`config.mk`:
```
export PLATFORM = sky130hd
export DESIGN_NAME = config_regs
export DESIGN_NICKNAME = d
export VERILOG_FILES = /design/src/verilog/pid_pkg.sv /design/src/verilog/config_regs.sv
export SDC_FILE = /design/constraint.sdc
export NUM_CORES = 1
export LEC_CHECK = 0
export BUFFER_PORTS_ARGS = -buffer_cell sky130_fd_sc_hd__buf_4
export CORE_UTILIZATION = 56
export DETAILED_ROUTE_END_ITERATION = 6
export HOLD_SLACK_MARGIN = 0.1
export PLACE_DENSITY = 0.78
export SYNTH_ARGS = -nofsm -noshare
export SYNTH_HDL_FRONTEND = slang
export SYNTH_SLANG_ARGS = --single-unit
```
`constraint.sdc`:
```
create_clock -name clk50 -period 0.99 [get_ports clk50]
set_clock_uncertainty 0.15 [all_clocks]
set_input_delay 0 -clock clk50 [delete_from_list [all_inputs] [get_ports clk50]]
set_output_delay 0 -clock clk50 [all_outputs]
set_load 0.01 [all_outputs]
```
`src/verilog/pid_pkg.sv`:
```
package pid_pkg;

	////////////////////////////////////////
	// widths and channel counts
	////////////////////////////////////////
	localparam int N_ADC      = 4;	// adc channels
	localparam int N_DAC      = 4;	// dac channels
	localparam int W_ADC      = 18;	// adc sample width
	localparam int W_COMP     = 40;	// pid computation width
	localparam int W_EP       = 16;	// config word
	localparam int W_DAC_DATA = 16;	// dac code
	localparam int W_OSM      = 2;	// oversample mode, block of 2^osm
	localparam int W_SEL      = 2;	// router source index
	localparam int W_MLT      = 8;	// preprocessor multiplier

	localparam logic [3:0] DAC_CMD_WRUPD = 4'b0011;	// write input reg n, update dac n

	typedef logic [W_ADC-1:0] sample_t;
	typedef logic signed [W_COMP-1:0] comp_t;
	typedef logic [W_DAC_DATA-1:0] dac_code_t;

	typedef struct packed {
		logic [W_EP-1:0]        setpoint;	// unsigned, compared against the raw sample
		logic signed [W_EP-1:0] p_coef;
		logic signed [W_EP-1:0] i_coef;
		logic signed [W_EP-1:0] d_coef;
	} pid_cfg_s;

	typedef struct packed {
		dac_code_t        min;
		dac_code_t        max;
		dac_code_t        init;	// code for a zero pid value
		logic [W_MLT-1:0] mult;
	} opp_cfg_s;

	typedef struct packed {
		logic             active;
		logic [W_SEL-1:0] src;	// pid channel feeding this output
	} route_s;

	typedef struct packed {
		comp_t value;
		logic  valid;
	} chan_data_s;

	// dac8568 write frame, msb first on the wire
	typedef struct packed {
		logic [3:0] prefix;
		logic [3:0] command;
		logic [3:0] address;
		dac_code_t  data;
		logic [3:0] feature;
	} dac_frame_s;

	typedef union packed {
		dac_frame_s  fields;	// queue side
		logic [31:0] raw;	// shifter side
	} dac_frame_u;

	typedef enum logic [3:0] {
		ADDR_SETPOINT = 4'd0,
		ADDR_P        = 4'd1,
		ADDR_I        = 4'd2,
		ADDR_D        = 4'd3,
		ADDR_OSM      = 4'd4,
		ADDR_MULT     = 4'd5,
		ADDR_MIN      = 4'd6,
		ADDR_MAX      = 4'd7,
		ADDR_INIT     = 4'd8,
		ADDR_ROUTE0   = 4'd9,	// route k lives at 9 + k
		ADDR_ROUTE1   = 4'd10,
		ADDR_ROUTE2   = 4'd11,
		ADDR_ROUTE3   = 4'd12,
		ADDR_CLEAR    = 4'd15	// integrator clear mask, acts at once
	} cfg_addr_e;

endpackage

```
`src/verilog/config_regs.sv`:
```
`timescale 1ns/1ps

module config_regs import pid_pkg::*; #(
	parameter int n_adc = N_ADC,
	parameter int n_dac = N_DAC
) (
	input  logic             clk50,
	input  logic             arst_n,
	input  logic             cfg_we,
	input  cfg_addr_e        cfg_addr,
	input  logic [W_EP-1:0]  cfg_data,
	input  logic             cfg_update,
	output pid_cfg_s         pid_cfg,
	output opp_cfg_s         opp_cfg,
	output logic [W_OSM-1:0] osm,
	output route_s           route [n_dac],
	output logic [n_adc-1:0] pid_clear
);

	localparam pid_cfg_s PID_RST = '{setpoint: '0, p_coef: 16'sd1, i_coef: '0, d_coef: '0};
	localparam opp_cfg_s OPP_RST = '{min: 16'h0000, max: 16'hFFFF, init: 16'h8000, mult: 8'd1};

	pid_cfg_s         sh_pid;	// shadow set, written by cfg_we
	opp_cfg_s         sh_opp;
	logic [W_OSM-1:0] sh_osm;
	route_s           sh_route [n_dac];

	////////////////////////////////////////
	// shadow registers
	////////////////////////////////////////
	always_ff @(posedge clk50 or negedge arst_n) begin
		if (!arst_n) begin
			sh_pid <= PID_RST;
			sh_opp <= OPP_RST;
			sh_osm <= '0;
			for (int k = 0; k < n_dac; k++)
				sh_route[k] <= '{active: 1'b1, src: W_SEL'(k)};	// straight through
		end else if (cfg_we) begin
			case (cfg_addr)
				ADDR_SETPOINT: sh_pid.setpoint <= cfg_data;
				ADDR_P:        sh_pid.p_coef   <= cfg_data;
				ADDR_I:        sh_pid.i_coef   <= cfg_data;
				ADDR_D:        sh_pid.d_coef   <= cfg_data;
				ADDR_OSM:      sh_osm          <= cfg_data[W_OSM-1:0];
				ADDR_MULT:     sh_opp.mult     <= cfg_data[W_MLT-1:0];
				ADDR_MIN:      sh_opp.min      <= cfg_data;
				ADDR_MAX:      sh_opp.max      <= cfg_data;
				ADDR_INIT:     sh_opp.init     <= cfg_data;
				default: ;	// routes and clear handled below
			endcase
			for (int k = 0; k < n_dac; k++)
				if (cfg_addr == cfg_addr_e'(int'(ADDR_ROUTE0) + k))
					sh_route[k] <= cfg_data[W_SEL:0];	// {active, src}
		end
	end

	////////////////////////////////////////
	// active set, copied on update
	////////////////////////////////////////
	always_ff @(posedge clk50 or negedge arst_n) begin
		if (!arst_n) begin
			pid_cfg <= PID_RST;
			opp_cfg <= OPP_RST;
			osm     <= '0;
			for (int k = 0; k < n_dac; k++)
				route[k] <= '{active: 1'b1, src: W_SEL'(k)};
		end else if (cfg_update) begin
			pid_cfg <= sh_pid;
			opp_cfg <= sh_opp;
			osm     <= sh_osm;
			route   <= sh_route;
		end
	end

	// clear bypasses the shadow set, one pulse per mask bit
	always_ff @(posedge clk50 or negedge arst_n) begin
		if (!arst_n)
			pid_clear <= '0;
		else
			pid_clear <= (cfg_we && cfg_addr == ADDR_CLEAR) ? cfg_data[n_adc-1:0] : '0;
	end

endmodule

```
# == Yosys cells after proc, flatten, opt, wreduce, memory -nomap -nowiden ==
# Index checks and enable logic that the tools add are counted.
# totals
register_bits,272
in_bits,24
out_inout_bits,138
# classes
eq_ne,13
mux,1
reduce_logical,15
# op_table
op,n
$reduce_and A2 Y1,13
$eq A4 B4 Y1 const B,6
$eq A4 B3 Y1 const B,4
$eq A4 B2 Y1 const B,2
$eq A4 B1 Y1 const B,1
$logic_not A4 Y1,1
$mux W4,1
$logic_and A1 B1 Y1,1

# == Depth between registers and ports, before layout ==
# logic_depth
word_depth,3
mapped_depth,5
depth_no_buf,3

# == Least setup slack after synthesis ==
# Ideal clock, no wire load.
# synth_path
path_type,input-to-reg
from,input cfg_update
to,register pid_cfg[0] in the netlist's numbering
setup_ps,125
arrival_time_ps,1081
path_slack_ps,-366
cell_stages,4
cell_sequence,clkbuf_1 > clkbuf_1 > buf_2 > mux2_2
# synth_lines
element,line_no,rtl
"start, declared",config_regs.sv:12,"input logic cfg_update,"
"end signal, assigned",config_regs.sv:68,pid_cfg <= sh_pid;
"end, declared",config_regs.sv:13,"output pid_cfg_s pid_cfg,"
# No word-level cell between the ends.

# == Worst setup path after layout ==
# layout_path
from,register opp_cfg[37] in the netlist's numbering
to,output opp_cfg[37] in the netlist's numbering
# layout_lines
element,line_no,rtl
"start, declared",config_regs.sv:14,"output opp_cfg_s opp_cfg,"
"start signal, assigned",config_regs.sv:69,opp_cfg <= sh_opp;
# No word-level cell between the ends.

==> impl_results.md <==
* Antenna Cells at 0
* Worst-path fanout max at 2
* Hpwl dp at 14,800 um
* Vert. Die Dim at about 140 um
* Hold slack at -0.805 ns
* IO Count at 162
* Leak at slightly below 7 nW
* RSZ-0062 raised after global routing: yes
* Mean number of vias per cell at 5.45
* Minimum clock period at about 1.3 ns
* Yosys cell types at 22
* Initial core utilization at 0.570
* Flop2flop setup slack at -0.16 ns
* FP Rows at slightly below 50
* CP Launch Type: register
* Most area-consuming cells after synthesis: dfrtp_1 (53%), mux2_2 (29%), dfstp_2 (14%)
* Fmax at approximately 750 MHz
* CP peak stage delay at between 0.5 and 0.6 ns
* Met1 usage at 0.353
* Total power at around 37 mW
* Reg2reg start: pid_cfg[22]$_DFFE_PN0P_
* Register bit count reported by yosys at around 270
* CORE AREA at 18,000 sq um
* Top Family by Delay on Critical Path: flip-flops
* WL final at 24,900 um
* H-tree lvl count at 1
* Mapped Nets at 618
* CP Data Arrival Time at roughly 1.2 ns
* CTS tree: yes
* Failing checks: negative hold slack, negative setup slack
* Asr flop ratio synth at 1.00
* Synth Instances at between 500 and 600
* Vias in the first global route at approximately 6,700
* Gr usage total at 0.270
* Area grow syn2layout at 41.4%
* Netlist Area Pre-Place at roughly 10,000 sq um
* Post-synth top cells: mux2_2 (267), dfrtp_1 (218), dfstp_2 (54)
* Stages on the worst setup path at 1
* Die Area at approximately 19,000 sq um
* Final setup fails at about 180
* Fill cells at roughly 920
* Met2 usage at 0.457
* Detailed-route DRC error count at 0
* Buf+Inv Stages, Crit Path at 1
* EDFF count, synth at 0
* Global-route wire length before repair at 37,900 um
* Outcome: complete, but fails checks
* ANT nets after route at 0
* Gpl congestion at around 0.81
* CP max-delay cell: dfstp_2
* Cell taking the most area after synthesis: dfrtp_1
* Worst path cell trace: buf_6
* Port buffer count at around 160
* Post-synth top area share at 0.533
* Slew Viols, Final at 0
* Measured slew at the worst slew-check pin at around 0.6 ns
* R2R depth at 2
* Die Width at 137 um
* VDD IR max at between 2 and 2.5 mV
* PwrDens at ~2600 nW/um^2
* Top FF cell, synth: dfrtp_1
* Fin Setup TNS at -35.88 ns
* Non-Filler Instances at about 1,100
* Avg Cell Area, Syn at 17.2 sq um
* Max_cap viols at 0
* Worst setup path class: register to output pin
* Reg2reg end: pid_cfg[22]$_DFFE_PN0P_
* CTS clk-pin slew, worst paths at roughly 0.060 ns
* Worst Setup End Kind: output pin
* Clock insertion delay at the later pin of the skew report at between 0.5 and 0.6 ns
* Setup crit end: opp_cfg[37]
* Crit. Startpoint: opp_cfg[37]$_DFFE_PN1P_
* Seq/Total Area, Yosys at 0.672
* Post-DR wirelength/cell at around 22 um
* Dpl cells at 991
* Yosys warning count at 0
* Maximum clock path buffer count at 3
* 1st-iter DRT viols at 219
* Most frequent cell after synthesis: mux2_2
* Clock Sinks at between 200 and 300
* Met3 usage at 0.0545
* Final setup margin at -0.349 ns
* Period utilisation layout at 1.35
* Share of cells above drive strength 1 at 0.708
* CTS Buf Count at 27
* Crit path required time at around 0.84 ns
* Initial antenna violation count at 0
* Clk root buf: clkbuf_16
* First-pass DRT Iterations at 4
* Worst min-delay path class: input port to asynchronous set/reset pin
* Via count at between 6,000 and 7,000
* Slew margin rel. at 0.609
* Hold Fails Final Rpt at between 300 and 400
* Layout Nets at 881
* Global route hottest layer: met2
* Grt ovf at 0
* Largest net degree at the start of global routing at 39
-- logic make-up (layout without fill, tap and decap cells) --
logic type / count (synthesis) / in the layout / share of synthesized area
flops: 272 / 272 / 0.672
mux: 268 / 268 / 0.295
simple gates: 26 / 26 / 0.0169
buf+inv: 28 / 312 / 0.0164
-- final cells by class --
| cell class | count | area [sq um] | share of cell area |
|---|---|---|---|
| Clock inverter | 13 | 199 | 0.0137 |
| Multi-Input combinational cell | 294 | 3420 | 0.236 |
| Timing Repair Buffer | 262 | 2890 | 0.200 |
| Clock buffer | 37 | 803 | 0.0555 |
| Sequential cell | 272 | 6870 | 0.475 |
| Tap cell | 229 | 287 | 0.0198 |
-- registers in the layout (all words and copies together) (netlist names) --
register   count
sh_pid        64
sh_opp        56
opp_cfg       56
sh_route      12
pid_cfg       64
sh_osm         2
pid_clear      4
osm            2
route         12
-- how the worst min path moves through the flow --
stage	start	endpoint	slack [ns]	cells past startpoint
floorplan	arst_n	opp_cfg[10]$_DFFE_PN0P_	-0.45	0
finish	arst_n	pid_cfg[59]$_DFFE_PN0P_	-0.81	1
global placement	arst_n	pid_cfg[59]$_DFFE_PN0P_	-0.25	1
global route	arst_n	pid_cfg[43]$_DFFE_PN0P_	-0.80	1
CTS	arst_n	pid_cfg[43]$_DFFE_PN0P_	-0.80	1
detailed placement	arst_n	pid_cfg[59]$_DFFE_PN0P_	-0.24	1
-- cells in the final DEF (no fill, tap or decap), types with 2 or more instances in the layout --
master and count:
clkbuf_8 9, nor2_1 5, dfstp_2 54, bufinv_16 5, buf_12 16, clkinv_2 5, buf_6 177, mux2_4 54
and2_1 4, dlygate4sd3_1 20, nand2b_1 4, dfrtp_1 218, buf_4 48, nor2_4 2, clkbuf_16 27, clkinvlp_4 2
mux2_2 214
-- metal layers --
metal	wire, um	share of wire
met5	0	0
met4	652	0.026
met3	1310	0.053
met2	12700	0.51
met1	10200	0.41
-- through the flow --
step                utilization  cell area (sq um)  setup slack (ns)
floorplan                     -              10600            -0.297
global placement          0.681              12200            -0.397
detailed placement        0.681              12200            -0.435
CTS                       0.793              14300            -0.369
global route              0.806              14500            -0.383
finish                    0.806              14500            -0.349
-- repair_timing --
item	CTS	global route
buffers inserted	39	21
gates cloned	0	0
gates resized for setup	141	43
endpoints found under the setup margin	138	208
pin swaps	0	0
hold endpoints to repair	544	483
hold buffers	21	2
-- where the power goes --
part	switching, mW	internal (mW)	leakage (nW)	total, mW
Sequential	2.13	14.3	3.25	16.5
Clock	4.30	6.97	0.494	11.3
Combinational	3.12	6.32	2.98	9.44
Power figures use the tool's default switching activity.
