[src/verilog/pid_pkg.sv]
package pid_pkg;

	////////////////////////////////////////
	// widths and channel counts
	////////////////////////////////////////
	localparam int N_ADC      = 4;	// adc channels
	localparam int N_DAC      = 4;	// dac channels
	localparam int W_ADC      = 18;	// adc sample width
	localparam int W_COMP     = 40;	// pid computation width
	localparam int W_EP       = 16;	// config word
	localparam int W_DAC_DATA = 16;	// dac code
	localparam int W_OSM      = 2;	// oversample mode, block of 2^osm
	localparam int W_SEL      = 2;	// router source index
	localparam int W_MLT      = 8;	// preprocessor multiplier

	localparam logic [3:0] DAC_CMD_WRUPD = 4'b0011;	// write input reg n, update dac n

	typedef logic [W_ADC-1:0] sample_t;
	typedef logic signed [W_COMP-1:0] comp_t;
	typedef logic [W_DAC_DATA-1:0] dac_code_t;

	typedef struct packed {
		logic [W_EP-1:0]        setpoint;	// unsigned, compared against the raw sample
		logic signed [W_EP-1:0] p_coef;
		logic signed [W_EP-1:0] i_coef;
		logic signed [W_EP-1:0] d_coef;
	} pid_cfg_s;

	typedef struct packed {
		dac_code_t        min;
		dac_code_t        max;
		dac_code_t        init;	// code for a zero pid value
		logic [W_MLT-1:0] mult;
	} opp_cfg_s;

	typedef struct packed {
		logic             active;
		logic [W_SEL-1:0] src;	// pid channel feeding this output
	} route_s;

	typedef struct packed {
		comp_t value;
		logic  valid;
	} chan_data_s;

	// dac8568 write frame, msb first on the wire
	typedef struct packed {
		logic [3:0] prefix;
		logic [3:0] command;
		logic [3:0] address;
		dac_code_t  data;
		logic [3:0] feature;
	} dac_frame_s;

	typedef union packed {
		dac_frame_s  fields;	// queue side
		logic [31:0] raw;	// shifter side
	} dac_frame_u;

	typedef enum logic [3:0] {
		ADDR_SETPOINT = 4'd0,
		ADDR_P        = 4'd1,
		ADDR_I        = 4'd2,
		ADDR_D        = 4'd3,
		ADDR_OSM      = 4'd4,
		ADDR_MULT     = 4'd5,
		ADDR_MIN      = 4'd6,
		ADDR_MAX      = 4'd7,
		ADDR_INIT     = 4'd8,
		ADDR_ROUTE0   = 4'd9,	// route k lives at 9 + k
		ADDR_ROUTE1   = 4'd10,
		ADDR_ROUTE2   = 4'd11,
		ADDR_ROUTE3   = 4'd12,
		ADDR_CLEAR    = 4'd15	// integrator clear mask, acts at once
	} cfg_addr_e;

endpackage

[src/verilog/pid_core.sv]
`timescale 1ns/1ps

module pid_core import pid_pkg::*; (
	input  logic       clk50,
	input  logic       arst_n,
	input  pid_cfg_s   cfg,
	input  logic       clear,
	input  sample_t    din,
	input  logic       din_valid,
	output chan_data_s dout
);

	logic signed [W_ADC:0]   err;	// setpoint - sample, one extra bit for sign
	logic signed [W_ADC:0]   err_prev;
	logic signed [W_ADC+1:0] err_diff;	// derivative input
	comp_t                   i_step;
	comp_t                   p_term;
	comp_t                   d_term;
	comp_t                   integ;	// running integral
	comp_t                   sum_q;
	logic                    v1_q;	// stage 1 valid
	logic                    v2_q;	// stage 2 valid

	assign err      = $signed({{(W_ADC + 1 - W_EP){1'b0}}, cfg.setpoint}) - $signed({1'b0, din});
	assign err_diff = err - err_prev;
	assign i_step   = comp_t'(cfg.i_coef) * comp_t'(err);

	////////////////////////////////////////
	// stage 1  products and integrator
	////////////////////////////////////////
	always_ff @(posedge clk50) begin
		if (din_valid) begin
			p_term <= comp_t'(cfg.p_coef) * comp_t'(err);
			d_term <= comp_t'(cfg.d_coef) * comp_t'(err_diff);
		end
	end

	always_ff @(posedge clk50 or negedge arst_n) begin
		if (!arst_n) begin
			integ    <= '0;
			err_prev <= '0;
			v1_q     <= 1'b0;
		end else begin
			v1_q <= din_valid;
			if (clear) begin	// wins over a sample in the same cycle
				integ    <= '0;
				err_prev <= '0;
			end else if (din_valid) begin
				integ    <= integ + i_step;
				err_prev <= err;
			end
		end
	end

	////////////////////////////////////////
	// stage 2  sum of terms
	////////////////////////////////////////
	always_ff @(posedge clk50) begin
		if (v1_q)
			sum_q <= p_term + integ + d_term;	// integ already holds this sample
	end

	always_ff @(posedge clk50 or negedge arst_n) begin
		if (!arst_n)
			v2_q <= 1'b0;
		else
			v2_q <= v1_q;
	end

	assign dout = '{value: sum_q, valid: v2_q};

endmodule

[config.mk]
export PLATFORM = sky130hd
export DESIGN_NAME = pid_core
export DESIGN_NICKNAME = d
export VERILOG_FILES = /design/src/verilog/pid_pkg.sv /design/src/verilog/pid_core.sv
export SDC_FILE = /design/constraint.sdc
export NUM_CORES = 2
export LEC_CHECK = 0
export BUFFER_PORTS_ARGS = -buffer_cell sky130_fd_sc_hd__buf_4
export CAP_MARGIN = 20
export CORE_MARGIN = 4
export CORE_UTILIZATION = 55
export DETAILED_ROUTE_END_ITERATION = 8
export GPL_TIMING_DRIVEN = 0
export PLACE_DENSITY = 0.72
export SETUP_SLACK_MARGIN = 0.3
export SYNTH_ARGS = -nofsm -noshare
export SYNTH_HDL_FRONTEND = slang
export SYNTH_SLANG_ARGS = --single-unit
[constraint.sdc]
create_clock -name clk50 -period 9.45 [get_ports clk50]
set_clock_uncertainty 0.2 [all_clocks]
set_input_delay 1.89 -clock clk50 [delete_from_list [all_inputs] [get_ports clk50]]
set_output_delay 1.89 -clock clk50 [all_outputs]
set_load 0.02 [all_outputs]
## Word level (Yosys, flattened, before mapping)

Index checks and enable logic that the tools add are counted.

| storage, ports and cells | value |
|---|---|
| register bits | 181 |
| input bits | 86 |
| output and inout bits | 41 |
| word-level logic and storage cells | 20 |

| operators by class | value |
|---|---|
| add/sub/neg operators | 5 |
| $mul | 3 |
| mux-type cells | 4 |
| reduce and logical (&&, ||, !) cells | 1 |

Operators with widths:

| cell | count |
|---|---|
| $add 40x40->40 | 2 |
| $mux 40 | 2 |
| $mul 16x19->35 | 2 |
| $add 40x35->40 | 1 |
| $mux 19 | 2 |
| $mul 16x20->36 | 1 |
| $sub 19x19->20 | 1 |
| $sub 16x18->19 | 1 |
| $reduce_bool 2->1 | 1 |

## Logic depth before layout (Yosys ltp)

| logic depth | value |
|---|---|
| word-level depth | 5 |
| gate-level depth with buffers | 43 |
| gate-level depth less buffers | 41 |

## Worst setup path before layout

Ideal clock, no wire load.

| timing path | value |
|---|---|
| kind | input -> register |
| start point | input port din[2] |
| end point | register d_term[32], data pin |
| arrival time | 10.953 ns |
| required time | 8.991 ns |
| path slack | -1.962 ns |
| cell stages on the path | 41 |
| buffers on the path | 2 |
| path through | inv_1 ha_1 nor2b_1 o31a_1 o41ai_2 o22ai_1 o41ai_4 o221ai_2 o21a_1 or2_1 xor2_1 inv_2 buf_2 ha_1 and2_1 a22oi_1 inv_1 nor3_1 [5 not listed] fa_1 inv_1 fa_1 fa_1 inv_1 fa_1 inv_1 ha_1 or3_1 o211ai_1 o311ai_1 or3_1 a211oi_1 o41ai_2 a41o_1 o21a_1 nor2_1 xnor2_1 |

| on the way | value |
|---|---|
| longest elaborated chain between the ends | 3 |

Ends and longest elaborated chain:

| what | RTL line | RTL |
|---|---|---|
| start, declared | pid_core.sv:8 | `input sample_t din,` |
| $sub 16x18->19 | pid_core.sv:24 | `assign err = $signed({{(W_ADC + 1 - W_EP){1'b0}}, cfg.setpoint}) - $signed({1'b0, din});` |
| $sub 19x19->20 | pid_core.sv:25 | `assign err_diff = err - err_prev;` |
| $mul 16x20->36 | pid_core.sv:34 | `d_term <= comp_t'(cfg.d_coef) * comp_t'(err_diff);` |
| end signal, assigned | pid_core.sv:34 |  |
| end, declared | pid_core.sv:18 | `comp_t d_term;` |

Every way passes these cells.
A chain may end at the register's enable or synchronous reset.

## Worst setup path in the final report

| timing path | value |
|---|---|
| start point | input port cfg[48] (netlist name) |
| end point | register d_term[38], data pin |

| on the way | value |
|---|---|
| longest elaborated chain between the ends | 3 |

Ends and longest elaborated chain:

| what | RTL line | RTL |
|---|---|---|
| start, declared | pid_core.sv:6 | `input pid_cfg_s cfg,` |
| $sub 16x18->19 | pid_core.sv:24 |  |
| $sub 19x19->20 | pid_core.sv:25 |  |
| $mul 16x20->36 | pid_core.sv:34 |  |

Every way passes these cells.

==> flow_summary.json <==
{
  "die_h_um": 299,
  "ys_async_sr_fraction_pct": 35.5,
  "number_of_global_route_vias_before_repair": 38906,
  "dr.first_iter.drc_count": 2663,
  "rr_worst_depth": 38,
  "synthesis.nets": 6410,
  "insertion_delay_ns": 0.49,
  "status": "finished with violations",
  "grt_use_met3_pct": 5.61,
  "grt_pass1_wl_um": 218000,
  "area_growth_pct": 16.3,
  "end_of_flow_core_utilization_pct": 64.7,
  "violations": "setup timing",
  "place.port_buffers": 103,
  "tightest_slew_ns": 1.03,
  "timing_worst_setup_path_type": "input pin to flip-flop",
  "worstSetupStartpointType": "input pin",
  "setup_total_negative_slack_ns": -55.15,
  "worst-path-max-fanout": 4,
  "cts.clk_slew.worst_paths_ns": 0.08,
  "place_congestion": 0.970,
  "crit_required_ns": 9.46,
  "post_synth_instance_area_um2": 46700,
  "die_x_um": 299,
  "r2r-start": "err_prev[0]",
  "wl_um": 139000,
  "dr_total_vias": 35966,
  "r2r_end": "d_term[38]",
  "cts_tree": "built",
  "fp.coreArea_um2": 84000,
  "grt_use_total_pct": 31.7,
  "synth_warnings": 0,
  "maxSlewViolCount": 0,
  "pre_cts_slack_ns": -4.22,
  "r2r_setup_slack_ns": 0.23,
  "placed_area_um2": 49500,
  "grt-ovfl-total": 0,
  "max_slew_margin_pct": 31.1,
  "final_antenna_net_count": 0,
  "crit_path_start": "cfg[48]",
  "period_utilization_pct": 122,
  "met2_usage_pct": 52.4,
  "slowest_library_cell_on_the_worst_path": "fa_1",
  "floorplan.initialDensity_pct": 55.6,
  "routedWlPerCell_um": 21.7,
  "cts.sink_count": 172,
  "synth_edf_count": 111,
  "globalRouteMet1Util_pct": 39.4,
  "cts_hold_repair.buffers": 0,
  "drt_drc_violations_left": 0,
  "final-setup-viol-count": 65,
  "max_cap_viols": 0,
  "number_of_placement_rows": 106,
  "worst_setup_path_end_kind": "flip-flop",
  "filler_cell_count": 6607,
  "share_of_final_layout_standard_cells_stronger_than_drive_strength_1_pct": 14.7,
  "slowest_delay_ns": 0.60,
  "synth_cell_type_count": 72,
  "setup_repair_after_global_routing_missed_its_margin": "true",
  "dp_hpwl_um": 110000,
  "cts-root-buf": "clkbuf_16",
  "drt_first_pass_iters": 6,
  "grt_antenna_before_repair": 5,
  "grt_start_max_net_pins": 74,
  "route.detailed.vias_per_inst": 5.60,
  "final_nets": 6739,
  "max_freq_ghz": 0.0864,
  "cts-buffers-inserted": 17,
  "final.setup.worst_slack_ns": -2.13,
  "grt.busiest_layer": "met2",
  "report.final.hold_viol_count": 0,
  "syn-instance-count": 4936,
  "ys_dominant_reg_cell": "edfxtp_1",
  "htree_num_levels": 4,
  "finalCriticalPeriod_ns": 11.58,
  "critical_path_arrival_ns": 11.58,
  "die-area_um2": 89600,
  "boundaryPins": 127,
  "ys_seq_area_share_pct": 10.4,
  "post_synth.cell_area_avg_um2": 9.46,
  "postLayoutCellArea_um2": 54300,
  "cp-endpoint": "d_term[38]",
  "synth-seq-cells": 172,
  "clk_path_buf_depth": 2,
  "worst_hold_path_type": "flip-flop to flip-flop"
}
area by class of cell:
| class | count | area [um^2] | area share, % |
|---|---|---|---|
| antenna | 6 | 15.0 | 0.0276 |
| buffer | 208 | 1450 | 2.66 |
| clock buffer | 17 | 425 | 0.783 |
| clock inverter | 15 | 195 | 0.359 |
| inverter | 1090 | 4110 | 7.57 |
| multi-input combinational | 3465 | 39200 | 72.2 |
| sequential | 172 | 4860 | 8.95 |
| tap | 1134 | 1420 | 2.61 |
| timing repair buffer | 311 | 2650 | 4.88 |
cell families (layout without fill, tap and decap cells):
kind of cell	Yosys count	after routing	share of synthesized area (%)
buffers and inverters	1299	1641	10.5
and+or+nand+nor	1377	1377	14.4
xor gates and xnor gates	175	175	3.28
other	0	6	0
DFF	172	172	10.4
AOI/OAI and AO/OA	486	486	7.05
adders and majority gates	1388	1388	53.6
muxes	39	39	0.839
flip-flops by register name, summed over array words and instances, names as in the netlist:
| name | flops |
|---|---|
| v2_q | 1 |
| integ | 40 |
| d_term | 36 |
| p_term | 35 |
| sum_q | 40 |
| v1_q | 1 |
| err_prev | 19 |
per-layer routing:
layer	part of all wire, %	routed length, um
met5	0.0086	12
met4	7.3	10100
met3	8.0	11100
met2	47	65900
met1	37	52000
critical path, delay by kind of cell:
family | cells | cell delay [ns]
xor gates and xnor gates | 2 | 0.34
and+or+nand+nor | 7 | 1.03
adders and majority gates | 10 | 3.82
buffers and inverters | 10 | 1.01
AOI/OAI and AO/OA | 15 | 3.46
worst min path at each step:
| stage | startpoint | to | slack (ns) | cells after the start |
|---|---|---|---|---|
| global route | err_prev[2] | err_prev[2] | 0.37 | 2 |
| global placement | err_prev[5] | err_prev[5] | 0.30 | 2 |
| detailed placement | err_prev[4] | err_prev[4] | 0.32 | 2 |
| floorplan | err_prev[10] | err_prev[10] | 0.29 | 2 |
| CTS | err_prev[2] | err_prev[2] | 0.35 | 2 |
| finish | err_prev[6] | err_prev[6] | 0.35 | 2 |
per-stage QoR:
stage | std cells | hold slack, ns
detailed placement | 6179 | 0.322
CTS | 6349 | 0.347
finish | 6418 | 0.346
global placement | 6173 | 0.302
floorplan | 4936 | 0.286
global route | 6412 | 0.374
layout by cell type, fill, tap and decap left out, types with 12 or more instances in the layout:
| cell | Yosys | layout |
|---|---|---|
| clkbuf_16 | 0 | 29 |
| a21o_1 | 69 | 69 |
| o21bai_1 | 25 | 21 |
| and2_1 | 307 | 296 |
| a21oi_2 | 0 | 34 |
| mux2i_1 | 38 | 38 |
| xor2_1 | 38 | 33 |
| buf_6 | 0 | 46 |
| a21oi_1 | 130 | 83 |
| clkbuf_1 | 187 | 127 |
| nor2b_1 | 71 | 69 |
| nand4_1 | 26 | 26 |
| xnor2_1 | 137 | 113 |
| o21ai_0 | 76 | 52 |
| and3_1 | 13 | 12 |
| buf_12 | 0 | 20 |
| ha_4 | 0 | 42 |
| buf_4 | 1 | 261 |
| dfrtp_1 | 61 | 60 |
| fa_2 | 0 | 26 |
| fa_1 | 1020 | 994 |
| nand2b_1 | 54 | 53 |
| nand2_2 | 0 | 15 |
| edfxtp_1 | 111 | 111 |
| a211oi_1 | 25 | 18 |
| inv_1 | 1088 | 1043 |
| inv_2 | 1 | 42 |
| xnor2_2 | 0 | 13 |
| o21ai_2 | 0 | 14 |
| nor2_1 | 201 | 184 |
| o21a_1 | 35 | 33 |
| nand2_1 | 555 | 535 |
| nand3_1 | 51 | 44 |
| a21oi_4 | 0 | 13 |
| ha_1 | 368 | 315 |
| nand3b_1 | 21 | 21 |
| nor3_1 | 27 | 20 |
| a31oi_1 | 21 | 17 |
synthesized netlist by cell type (25+ instances only):
master,instances,area share (%)
a21oi_1,130,1.4
xor2_1,38,0.71
nand2b_1,54,0.72
inv_1,1088,8.7
nand4_1,26,0.35
mux2i_1,38,0.81
and2_1,307,4.1
nor2b_1,71,0.95
a211oi_1,25,0.40
clkbuf_1,187,1.5
nor2_1,201,1.6
o21bai_1,25,0.40
dfrtp_1,61,3.3
edfxtp_1,111,7.1
fa_1,1020,44
nand3_1,51,0.55
ha_1,368,9.9
o21ai_0,76,0.81
xnor2_1,137,2.6
nor3_1,27,0.29
nand2_1,555,4.5
o21a_1,35,0.56
a21o_1,69,1.1
what timing repair did:
item,4_1_cts,5_1_grt
resized for setup,428,189
setup endpoints to repair,79,74
pin swaps,193,162
gates cloned,0,0
setup buffers,139,63
Power is not shown: default switching activity piles up to over one toggle a cycle in this logic, so the estimate is an artifact.
