===== config.mk =====
export PLATFORM = sky130hd
export DESIGN_NAME = router
export DESIGN_NICKNAME = d
export VERILOG_FILES = /design/src/verilog/pid_pkg.sv /design/src/verilog/router.sv
export SDC_FILE = /design/constraint.sdc
export NUM_CORES = 1
export LEC_CHECK = 0
export BUFFER_PORTS_ARGS = -buffer_cell sky130_fd_sc_hd__clkbuf_2
export CAP_MARGIN = 20
export CORE_AREA = 5 5 128 130
export DETAILED_ROUTE_END_ITERATION = 16
export DIE_AREA = 0 0 133 135
export GPL_ROUTABILITY_DRIVEN = 0
export SYNTH_ARGS = -nofsm -noshare
export SYNTH_HDL_FRONTEND = slang
export SYNTH_SLANG_ARGS = --single-unit

===== constraint.sdc =====
create_clock -name vclk -period 1.25
set_clock_uncertainty 0.05 [all_clocks]
set_input_delay 0.25 -clock vclk [all_inputs]
set_output_delay 0.25 -clock vclk [all_outputs]
set_load 0.02 [all_outputs]

===== src/verilog/pid_pkg.sv =====
package pid_pkg;

	////////////////////////////////////////
	// widths and channel counts
	////////////////////////////////////////
	localparam int N_ADC      = 4;	// adc channels
	localparam int N_DAC      = 4;	// dac channels
	localparam int W_ADC      = 18;	// adc sample width
	localparam int W_COMP     = 40;	// pid computation width
	localparam int W_EP       = 16;	// config word
	localparam int W_DAC_DATA = 16;	// dac code
	localparam int W_OSM      = 2;	// oversample mode, block of 2^osm
	localparam int W_SEL      = 2;	// router source index
	localparam int W_MLT      = 8;	// preprocessor multiplier

	localparam logic [3:0] DAC_CMD_WRUPD = 4'b0011;	// write input reg n, update dac n

	typedef logic [W_ADC-1:0] sample_t;
	typedef logic signed [W_COMP-1:0] comp_t;
	typedef logic [W_DAC_DATA-1:0] dac_code_t;

	typedef struct packed {
		logic [W_EP-1:0]        setpoint;	// unsigned, compared against the raw sample
		logic signed [W_EP-1:0] p_coef;
		logic signed [W_EP-1:0] i_coef;
		logic signed [W_EP-1:0] d_coef;
	} pid_cfg_s;

	typedef struct packed {
		dac_code_t        min;
		dac_code_t        max;
		dac_code_t        init;	// code for a zero pid value
		logic [W_MLT-1:0] mult;
	} opp_cfg_s;

	typedef struct packed {
		logic             active;
		logic [W_SEL-1:0] src;	// pid channel feeding this output
	} route_s;

	typedef struct packed {
		comp_t value;
		logic  valid;
	} chan_data_s;

	// dac8568 write frame, msb first on the wire
	typedef struct packed {
		logic [3:0] prefix;
		logic [3:0] command;
		logic [3:0] address;
		dac_code_t  data;
		logic [3:0] feature;
	} dac_frame_s;

	typedef union packed {
		dac_frame_s  fields;	// queue side
		logic [31:0] raw;	// shifter side
	} dac_frame_u;

	typedef enum logic [3:0] {
		ADDR_SETPOINT = 4'd0,
		ADDR_P        = 4'd1,
		ADDR_I        = 4'd2,
		ADDR_D        = 4'd3,
		ADDR_OSM      = 4'd4,
		ADDR_MULT     = 4'd5,
		ADDR_MIN      = 4'd6,
		ADDR_MAX      = 4'd7,
		ADDR_INIT     = 4'd8,
		ADDR_ROUTE0   = 4'd9,	// route k lives at 9 + k
		ADDR_ROUTE1   = 4'd10,
		ADDR_ROUTE2   = 4'd11,
		ADDR_ROUTE3   = 4'd12,
		ADDR_CLEAR    = 4'd15	// integrator clear mask, acts at once
	} cfg_addr_e;

endpackage


===== src/verilog/router.sv =====
`timescale 1ns/1ps

module router import pid_pkg::*; #(
	parameter int n_adc = N_ADC,
	parameter int n_dac = N_DAC
) (
	input  chan_data_s inputs  [n_adc],	// one per pid core
	input  route_s     route   [n_dac],	// one per output
	output chan_data_s outputs [n_dac]
);

	// one source may fan out to several outputs
	always_comb begin
		for (int k = 0; k < n_dac; k++) begin
			outputs[k]       = inputs[route[k].src];
			outputs[k].valid = inputs[route[k].src].valid & route[k].active;	// inactive => silent
		end
	end

endmodule


# Yosys cells after proc, flatten, opt, wreduce, memory -nomap -nowiden
# Index checks and enable logic that the tools add are counted.
[word_totals] ff_bits=0 latch_bits=0 ram_bits=0 mem_bits_ro=0 in_bits=176 out_inout_bits=164 wordCells=24 memories=0
[classes] n_addsub=0 multipliers=0 div_mod_pow=0 n_lt_le_gt_ge=4 n_eq_ne=0 shifts=0 n_mux=12 n_bitwise=8 reduce_logical=0
[ops] op="41-bit binary-select mux with 2-bit select" n=4
[ops] op="41-bit two-way mux" n=8
[ops] op="3-bit greater-or-equal comparator (second input constant)" n=4
[ops] op="2-bit inverter with 3-bit output" n=4
[ops] op="1-bit bitwise AND" n=4

# Depth between registers and ports, before layout
# Gate-level depths: netlist (run 1).
[logic_depth] depth_word=5 ltp_mapped=3 depth_no_buf=2

# Least setup slack after synthesis (run 1)
# No wires, ideal clock.
[synth_path] kind="in2out" startpoint="input port route[6] in the netlist's numbering" endpoint="output port outputs[100] in the netlist's numbering" arrival_time_ns=1.092 path_slack_ns=-0.142 path_stages=3 path_buffers=2 cell_sequence="buf_6 > buf_12 > mux4_2"
[synth_lines] element="start, declared" line_no="router.sv:8" rtl="input route_s route [n_dac],"
[synth_lines] element="end, declared" line_no="router.sv:9" rtl="output chan_data_s outputs [n_dac]"

==> flow_metrics.py, run 1 <==
metrics = {
    "power": {
        "p_sw_w": 0.00190,
        "pwr-share-clk": 0,
        "pwr-share-comb": 1.000,
        "pwr-share-seq": 0,
        "leakagePower_nw": 3.34,
        "p_int_w": 0.00231,
        "power_per_cell_area_mw_per_mm2": 542,
        "p_total_w": 0.00420,
        "ir_drop_v": 0.000292,
        "p_sw_frac": 0.452,
    },
    "timing": {
        "fin_crit_sh": 1.29,
        "drv_slew": 0,
        "fin_ws_ps": -366,
        "fmax_ghz": 0.619,
        "timing.hold.ws_ps": 764,
        "tightest_slew_ps": 218,
        "setup_viol": 164,
        "max_slew_margin": 0.855,
        "fin_crit_ps": 1620,
        "hold_viol_final": 0,
        "rsz0062_at_grt": "yes",
    },
    "floorplanning": {
        "die_h_um": 135,
        "placementRows": 45,
        "die_area_mm2": 0.0180,
        "io_pins": 340,
        "die_x_um": 133,
        "start_util": 0.278,
        "core-area_mm2": 0.0150,
    },
    "min_path": {
        "worstHoldStart": "route[2]",
        "min_to": "outputs[0]",
        "min_path_type": "in -> out",
        "hold_depth": 3,
    },
    "synth": {
        "synthCells": 208,
        "synth_top_area_share": 0.884,
        "synth_top_cell_by_area": "mux4_2",
        "ys_types": 6,
        "yosysWarningCount": 0,
        "avgSynthCellArea_um2": 20.1,
        "ys_seq_area_frac": 0,
        "synth_fp_nets": 384,
        "synth_area_leaders": "mux4_2 (88%), buf_12 (7.7%), buf_2 (1.9%), buf_6 (1.1%), and2_1 (0.60%)",
        "netlist_area_mm2": 0.00418,
    },
    "routing": {
        "via_count": 4447,
        "wl_per_cell_um": 25.0,
        "drt_iter0_drc": 192,
        "wl_um": 19100,
        "drt-pass1-iter-count": 4,
        "ant_nets": 0,
        "avgViaCountPerCell": 5.81,
        "drc_errors": 0,
    },
    "layout": {
        "final_cell_mix": "clkbuf_2 (187), mux4_2 (164), buf_6 (124)",
        "layout.nets": 755,
        "layout_commonest_cell": "clkbuf_2",
        "postLayoutCellArea_mm2": 0.00776,
        "antenna_cells": 0,
        "fillers": 1264,
        "drive_gt1_frac": 1.00,
        "seq_cell_count": 0,
        "regArea_um2": 0,
        "multi_input_area_mm2": 0.00373,
        "syn2layout_area_growth_pct": 85.7,
        "nClkBuffers": 0,
        "post-route-util": 0.516,
    },
    "grt": {
        "track_usage": 0.196,
        "grt_max_degree": 25,
        "grt_pass1_vias": 4885,
        "grt_first_pass_wirelength_um": 28200,
        "grt_overflow_total": 0,
        "antenna_found_initial": 0,
    },
    "status": {
        "violations": "negative setup slack",
        "outcome": "complete, but fails checks",
    },
    "critical_path": {
        "required_ps": 950,
        "cp_num_buf_inv": 3,
        "path_delay_family": "multiplexers",
        "start_kind": "input port",
        "critPathSlowestCell": "mux4_2",
        "cp_cell_sequence": "buf_16 -> buf_12 -> mux4_2 -> and2_4 -> buf_8",
        "arrival_ps": 1320,
        "crit_path_max_incr_delay_ps": 520,
        "cp_max_fo": 8,
        "critPathKind": "in -> out",
        "cp-end-kind": "output port",
    },
    "place": {
        "io_buffers": 340,
        "placedInstanceArea_mm2": 0.00625,
        "pre_cts_slack_ps": -472,
        "dp_hpwl_um": 14400,
    },
    "clock_tree": {
        "cts_hold_buf": 0,
    },
    "job": {
        "cap_violations": 0,
    },
}
[what timing repair did]
item,in CTS,in global routing
gates cloned,10,2
pin swaps,0,0
resized for setup,107,357
hold endpoints to repair,0,0
endpoints found under the setup margin,164,164
setup buffers,5,2
[worst min-delay path: cells and delay by family]
kind | cells | cell delay (ps)
buf+inv | 2 | 180
simple gates | 1 | 130
[routing by layer]
layer,up-vias,track usage,wire [um]
li1,1833,-,-
met1,2319,0.233,6680
met2,271,0.376,10500
met3,24,0.0399,1560
met4,0,0.0231,333
met5,-,0,0
[per-stage QoR]
step / instances / setup TNS, ps
global route: 765 / -52280
global placement: 746 / -63020
finish: 765 / -47240
CTS: 761 / -49890
detailed placement: 746 / -64560
floorplan: 208 / -18160
[power by group through the flow]
| stage | registers (W) | clock network, W | logic [W] |
|---|---|---|---|
| floorplan | 0 | 0 | 0.00209 |
| CTS | 0 | 0 | 0.00366 |
| global placement | 0 | 0 | 0.00323 |
| finish | 0 | 0 | 0.00420 |
| global route | 0 | 0 | 0.00440 |
| detailed placement | 0 | 0 | 0.00329 |
[final cells by class]
cell class                 instances  area share
tap                              188      0.0303
multi-input combinational        168       0.480
timing repair buffer             409       0.489
[worst max path at each step]
stage | startpoint | to | slack [ps] | depth (start not counted)
after CTS | route[9] | outputs[123] | -380 | 5
after global placement | route[6] | outputs[82] | -460 | 5
final | route[9] | outputs[123] | -370 | 5
after detailed placement | route[6] | outputs[83] | -470 | 5
after global routing | route[0] | outputs[15] | -390 | 5
after floorplan | route[6] | outputs[100] | -110 | 3
[cell families (layout without fill, tap and decap cells)]
logic type	after synthesis	after routing	share of synthesized area
muxes	164	164	0.884
and+or+nand+nor	4	4	0.00599
buffers and inverters	40	409	0.110
[Yosys cell counts (all sizes together)]
cell type    n
mux4       164
and2         4
buf         40
No activity file was read; power rests on OpenSTA's default activity.
==> run 2: changes to the inputs <==
Settings changed: BUFFER_PORTS_ARGS -buffer_cell sky130_fd_sc_hd__clkbuf_2 to -buffer_cell sky130_fd_sc_hd__buf_2, PLACE_DENSITY_LB_ADDON from default to 0.12.
==> run 2 against run 1 <==
Compared with the run above:
- hold slack worse by 4.5 ps
- power up 2.1%
- critical path type unchanged
- final cell count down 0.78%
- via count down 1.5%
- critical endpoint is now outputs[82]
- highest routed layer is now met5
- clock-buffer cell count unchanged
- non-clock buffer count down 7
- global-route usage up 0.19 points
- the flow still finishes with violations (negative setup slack)
- first-iteration DRC count down 18%
==> flow_metrics.py, run 2 (same netlist as run 1, synthesis figures left out) <==
metrics = {
    "timing": {
        "fin_ws_ps": -370,
        "rsz0062_at_grt": "yes",
        "hold_viol_final": 0,
        "fmax_ghz": 0.617,
        "tightest_slew_ps": 174,
        "drv_slew": 0,
        "max_slew_margin": 0.884,
        "setup_viol": 164,
        "fin_crit_ps": 1620,
        "fin_crit_sh": 1.30,
        "setup_tns_ps": -46960,
    },
    "place": {
        "pre_cts_slack_ps": -454,
        "dp_hpwl_um": 14000,
        "io_buffers": 340,
    },
    "power": {
        "ir_drop_v": 0.000305,
        "p_total_w": 0.00429,
        "leakagePower_nw": 3.33,
        "power_per_cell_area_mw_per_mm2": 543,
    },
    "critical_path": {
        "start_kind": "input port",
        "cp-end-kind": "output port",
        "cp_max_fo": 5,
        "arrival_ps": 1320,
        "required_ps": 950,
        "critPathKind": "in -> out",
    },
    "floorplanning": {
        "placementRows": 45,
        "die_x_um": 133,
        "die_area_mm2": 0.0180,
        "core-area_mm2": 0.0150,
        "start_util": 0.278,
        "io_pins": 340,
        "die_h_um": 135,
    },
    "layout": {
        "layout_commonest_cell": "buf_6",
        "seq_cell_count": 0,
        "nClkBuffers": 0,
        "post-route-util": 0.526,
        "regArea_um2": 0,
        "drive_gt1_frac": 1.00,
        "layout.nets": 748,
        "final_cell_mix": "buf_6 (175), buf_2 (173), mux4_2 (164)",
        "syn2layout_area_growth_pct": 89.1,
    },
    "grt": {
        "grt_max_degree": 32,
        "antenna_found_initial": 3,
        "grt_pass1_vias": 4854,
        "grt_overflow_total": 0,
        "track_usage": 0.198,
        "grt_first_pass_wirelength_um": 28100,
    },
    "status": {
        "outcome": "complete, but fails checks",
        "violations": "negative setup slack",
    },
    "routing": {
        "ant_nets": 0,
        "drc_errors": 0,
        "drt_iter0_drc": 158,
        "drt-pass1-iter-count": 4,
        "via_count": 4381,
        "wl_per_cell_um": 25.1,
        "wl_um": 19000,
        "avgViaCountPerCell": 5.77,
    },
    "min_path": {
        "hold_depth": 3,
        "min_path_type": "in -> out",
    },
    "clock_tree": {
        "cts_hold_buf": 0,
    },
    "job": {
        "cap_violations": 0,
    },
}
[run 2: changes by cell type in the layout (fill, tap and decap cells not counted), sizes merged]
cell | previous run | this run
clkbuf | 189 | 3
buf | 220 | 399
diode | 0 | 1
[run 2: worst paths after layout]
path	start	to	slack (ps)
setup / recovery	route[6]	outputs[82]	-370
hold / removal	route[11]	outputs[123]	760
[run 2: cell type report]
type,count,area [um^2]
Timing Repair Buffer,402,3940
Antenna cell,1,2.50
Tap cell,188,235
Multi-Input combinational cell,168,3730
Fill cell,1301,7130
[run 2: power breakdown]
group          switching [W]    internal [W]        total, W  leakage [nW]
combinational        0.00189         0.00240         0.00429          3.33
sequential                 0               0               0             0
clock                      0  0.000000000107  0.000000000107    0.00000634
total                0.00189         0.00240         0.00429          3.33
[run 2: repair_timing]
action / in CTS / in global routing
setup endpoints to repair: 164 / 164
buffers inserted: 13 / 3
resized for setup: 307 / 78
cloned: 12 / 3
pin swaps: 1 / 1
[run 2: critical path, stage by stage]
cell    delay, ps
buf_12         80
buf_12        120
buf_12        110
mux4_2        480
and2_4        150
buf_6         120
[run 2: through the flow]
step,hold WS [ps],instances,instance area [um^2]
2_1_floorplan,603,208,4220
3_3_place_gp,794,733,6230
3_5_place_dp,796,733,6230
4_1_cts,761,758,7690
5_1_grt,769,759,7900
6_report,760,759,7900
[run 2: layer usage]
layer,vias to the layer above,GRT usage,wire length (um)
met5,-,0,26
met4,4,0.0364,357
met3,31,0.0481,1550
met2,239,0.372,10500
met1,2291,0.231,6630
li1,1816,-,-
==> run 3: changes to the inputs <==
Settings changed: MAX_ROUTING_LAYER from default to met4, PLACE_DENSITY from default to 0.61, PLACE_DENSITY_LB_ADDON 0.12 to default.
==> run 3 against run 2 <==
Compared with the run above:
- the flow still finishes with violations (negative setup slack)
- final cell count increased by 2.5%
- sequential share of layout area unchanged
- setup slack got worse by 23 ps
- critical path depth unchanged
- power about the same
- combinational power about the same
- critical path type unchanged
- largest power group unchanged
- critical endpoint is now outputs[96]
- non-clock buffer count increased by 19
- utilization increased by 0.22 points
- first-iteration DRC count increased by 12%
==> flow_metrics.py, run 3 (same netlist as run 1, synthesis figures left out) <==
metrics = {
    "status": {
        "outcome": "complete, but fails checks",
        "violations": "negative setup slack",
    },
    "layout": {
        "final_cell_mix": "buf_2 (188), buf_6 (168), mux4_2 (164)",
        "seq_cell_count": 0,
        "layout_commonest_cell": "buf_2",
        "drive_gt1_frac": 1.00,
        "postLayoutCellArea_mm2": 0.00794,
        "nClkBuffers": 0,
        "syn2layout_area_growth_pct": 89.9,
        "layout.nets": 767,
        "regArea_um2": 0,
    },
    "floorplanning": {
        "die_area_mm2": 0.0180,
        "die_h_um": 135,
        "die_x_um": 133,
        "start_util": 0.278,
        "core-area_mm2": 0.0150,
        "io_pins": 340,
        "placementRows": 45,
    },
    "routing": {
        "drt_iter0_drc": 177,
        "drc_errors": 0,
        "wl_um": 19900,
        "ant_nets": 0,
        "drt-pass1-iter-count": 4,
        "wl_per_cell_um": 25.6,
        "avgViaCountPerCell": 5.81,
        "via_count": 4522,
    },
    "critical_path": {
        "start_kind": "input port",
        "required_ps": 950,
        "cp-end-kind": "output port",
        "arrival_ps": 1340,
        "critPathKind": "in -> out",
        "cp_cell_sequence": "buf_8 -> buf_6 -> buf_12 -> buf_12 -> mux4_2 -> buf_6",
        "critPathSlowestCell": "mux4_2",
        "cp_max_fo": 7,
        "crit_path_max_incr_delay_ps": 530,
    },
    "timing": {
        "rsz0062_at_grt": "yes",
        "max_slew_margin": 0.892,
        "tightest_slew_ps": 161,
        "hold_viol_final": 0,
        "drv_slew": 0,
        "fin_crit_sh": 1.31,
        "fin_crit_ps": 1640,
        "fin_ws_ps": -393,
        "setup_viol": 164,
        "setup_tns_ps": -50330,
        "fmax_ghz": 0.609,
    },
    "place": {
        "placedInstanceArea_mm2": 0.00634,
        "io_buffers": 340,
        "pre_cts_slack_ps": -480,
        "dp_hpwl_um": 14000,
    },
    "grt": {
        "grt_overflow_total": 0,
        "grt_first_pass_wirelength_um": 29400,
        "track_usage": 0.215,
        "grt_max_degree": 22,
        "antenna_found_initial": 1,
        "grt_pass1_vias": 5079,
    },
    "power": {
        "leakagePower_nw": 3.38,
        "power_per_cell_area_mw_per_mm2": 541,
        "ir_drop_v": 0.000306,
    },
    "clock_tree": {
        "cts_hold_buf": 0,
    },
    "min_path": {
        "worstHoldStart": "route[5]",
        "min_to": "outputs[41]",
        "hold_depth": 3,
        "min_path_type": "in -> out",
    },
    "job": {
        "cap_violations": 0,
    },
}
-- run 3: cell count changes in the layout (fill, tap and decap cells not counted) --
cell,previous run,this run
buf_2,173,188
buf_4,6,19
buf_6,175,168
buf_12,33,29
buf_8,1,4
clkbuf_16,3,2
-- run 3: routing by layer --
metal / vias to the layer above / routed length [um] / track usage
met4: 0 / 214 / 0.0248
met1: 2348 / 6970 / 0.256
met2: 297 / 10900 / 0.394
met5: - / 0 / -
met3: 18 / 1830 / 0.0369
li1: 1859 / - / -
-- run 3: how the worst max path moves through the flow --
stage | start | to | slack (ps) | cells after the start
after detailed placement | route[3] | outputs[41] | -480 | 5
final | route[6] | outputs[96] | -390 | 6
after floorplan | route[6] | outputs[100] | -110 | 3
after CTS | route[6] | outputs[96] | -400 | 6
after global placement | route[3] | outputs[41] | -470 | 5
after global routing | route[6] | outputs[96] | -430 | 6
-- run 3: report_power, final --
part           switching (W)     internal, W       total (W)
Clock                      0  0.000000000107  0.000000000107
Sequential                 0               0               0
Combinational        0.00192         0.00237         0.00429
Total                0.00192         0.00237         0.00429
-- run 3: final cells by class --
type / count / area [um^2]
fillers: 1218 / 7100
repair buffers: 421 / 3970
multi-input cells: 168 / 3730
well taps: 188 / 235
diodes: 1 / 2.50
-- run 3: repair_timing --
action	4_1_cts	5_1_grt
setup endpoints to repair	164	164
gates resized for setup	297	62
gates cloned	12	2
endpoints found under the hold margin	0	0
setup buffers	15	5
-- run 3: through the flow --
stage	hold slack, ps	total power, W	std cells	util
2_1_floorplan	603	0.00209	208	-
3_3_place_gp	793	0.00324	749	0.422
3_5_place_dp	795	0.00330	749	0.422
4_1_cts	759	0.00417	776	0.518
5_1_grt	772	0.00449	778	0.528
6_report	761	0.00429	778	0.528
-- run 3: critical path: cells and delay by family --
| kind | cells | cell delay, ps |
|---|---|---|
| mux | 1 | 530 |
| buf+inv | 5 | 570 |
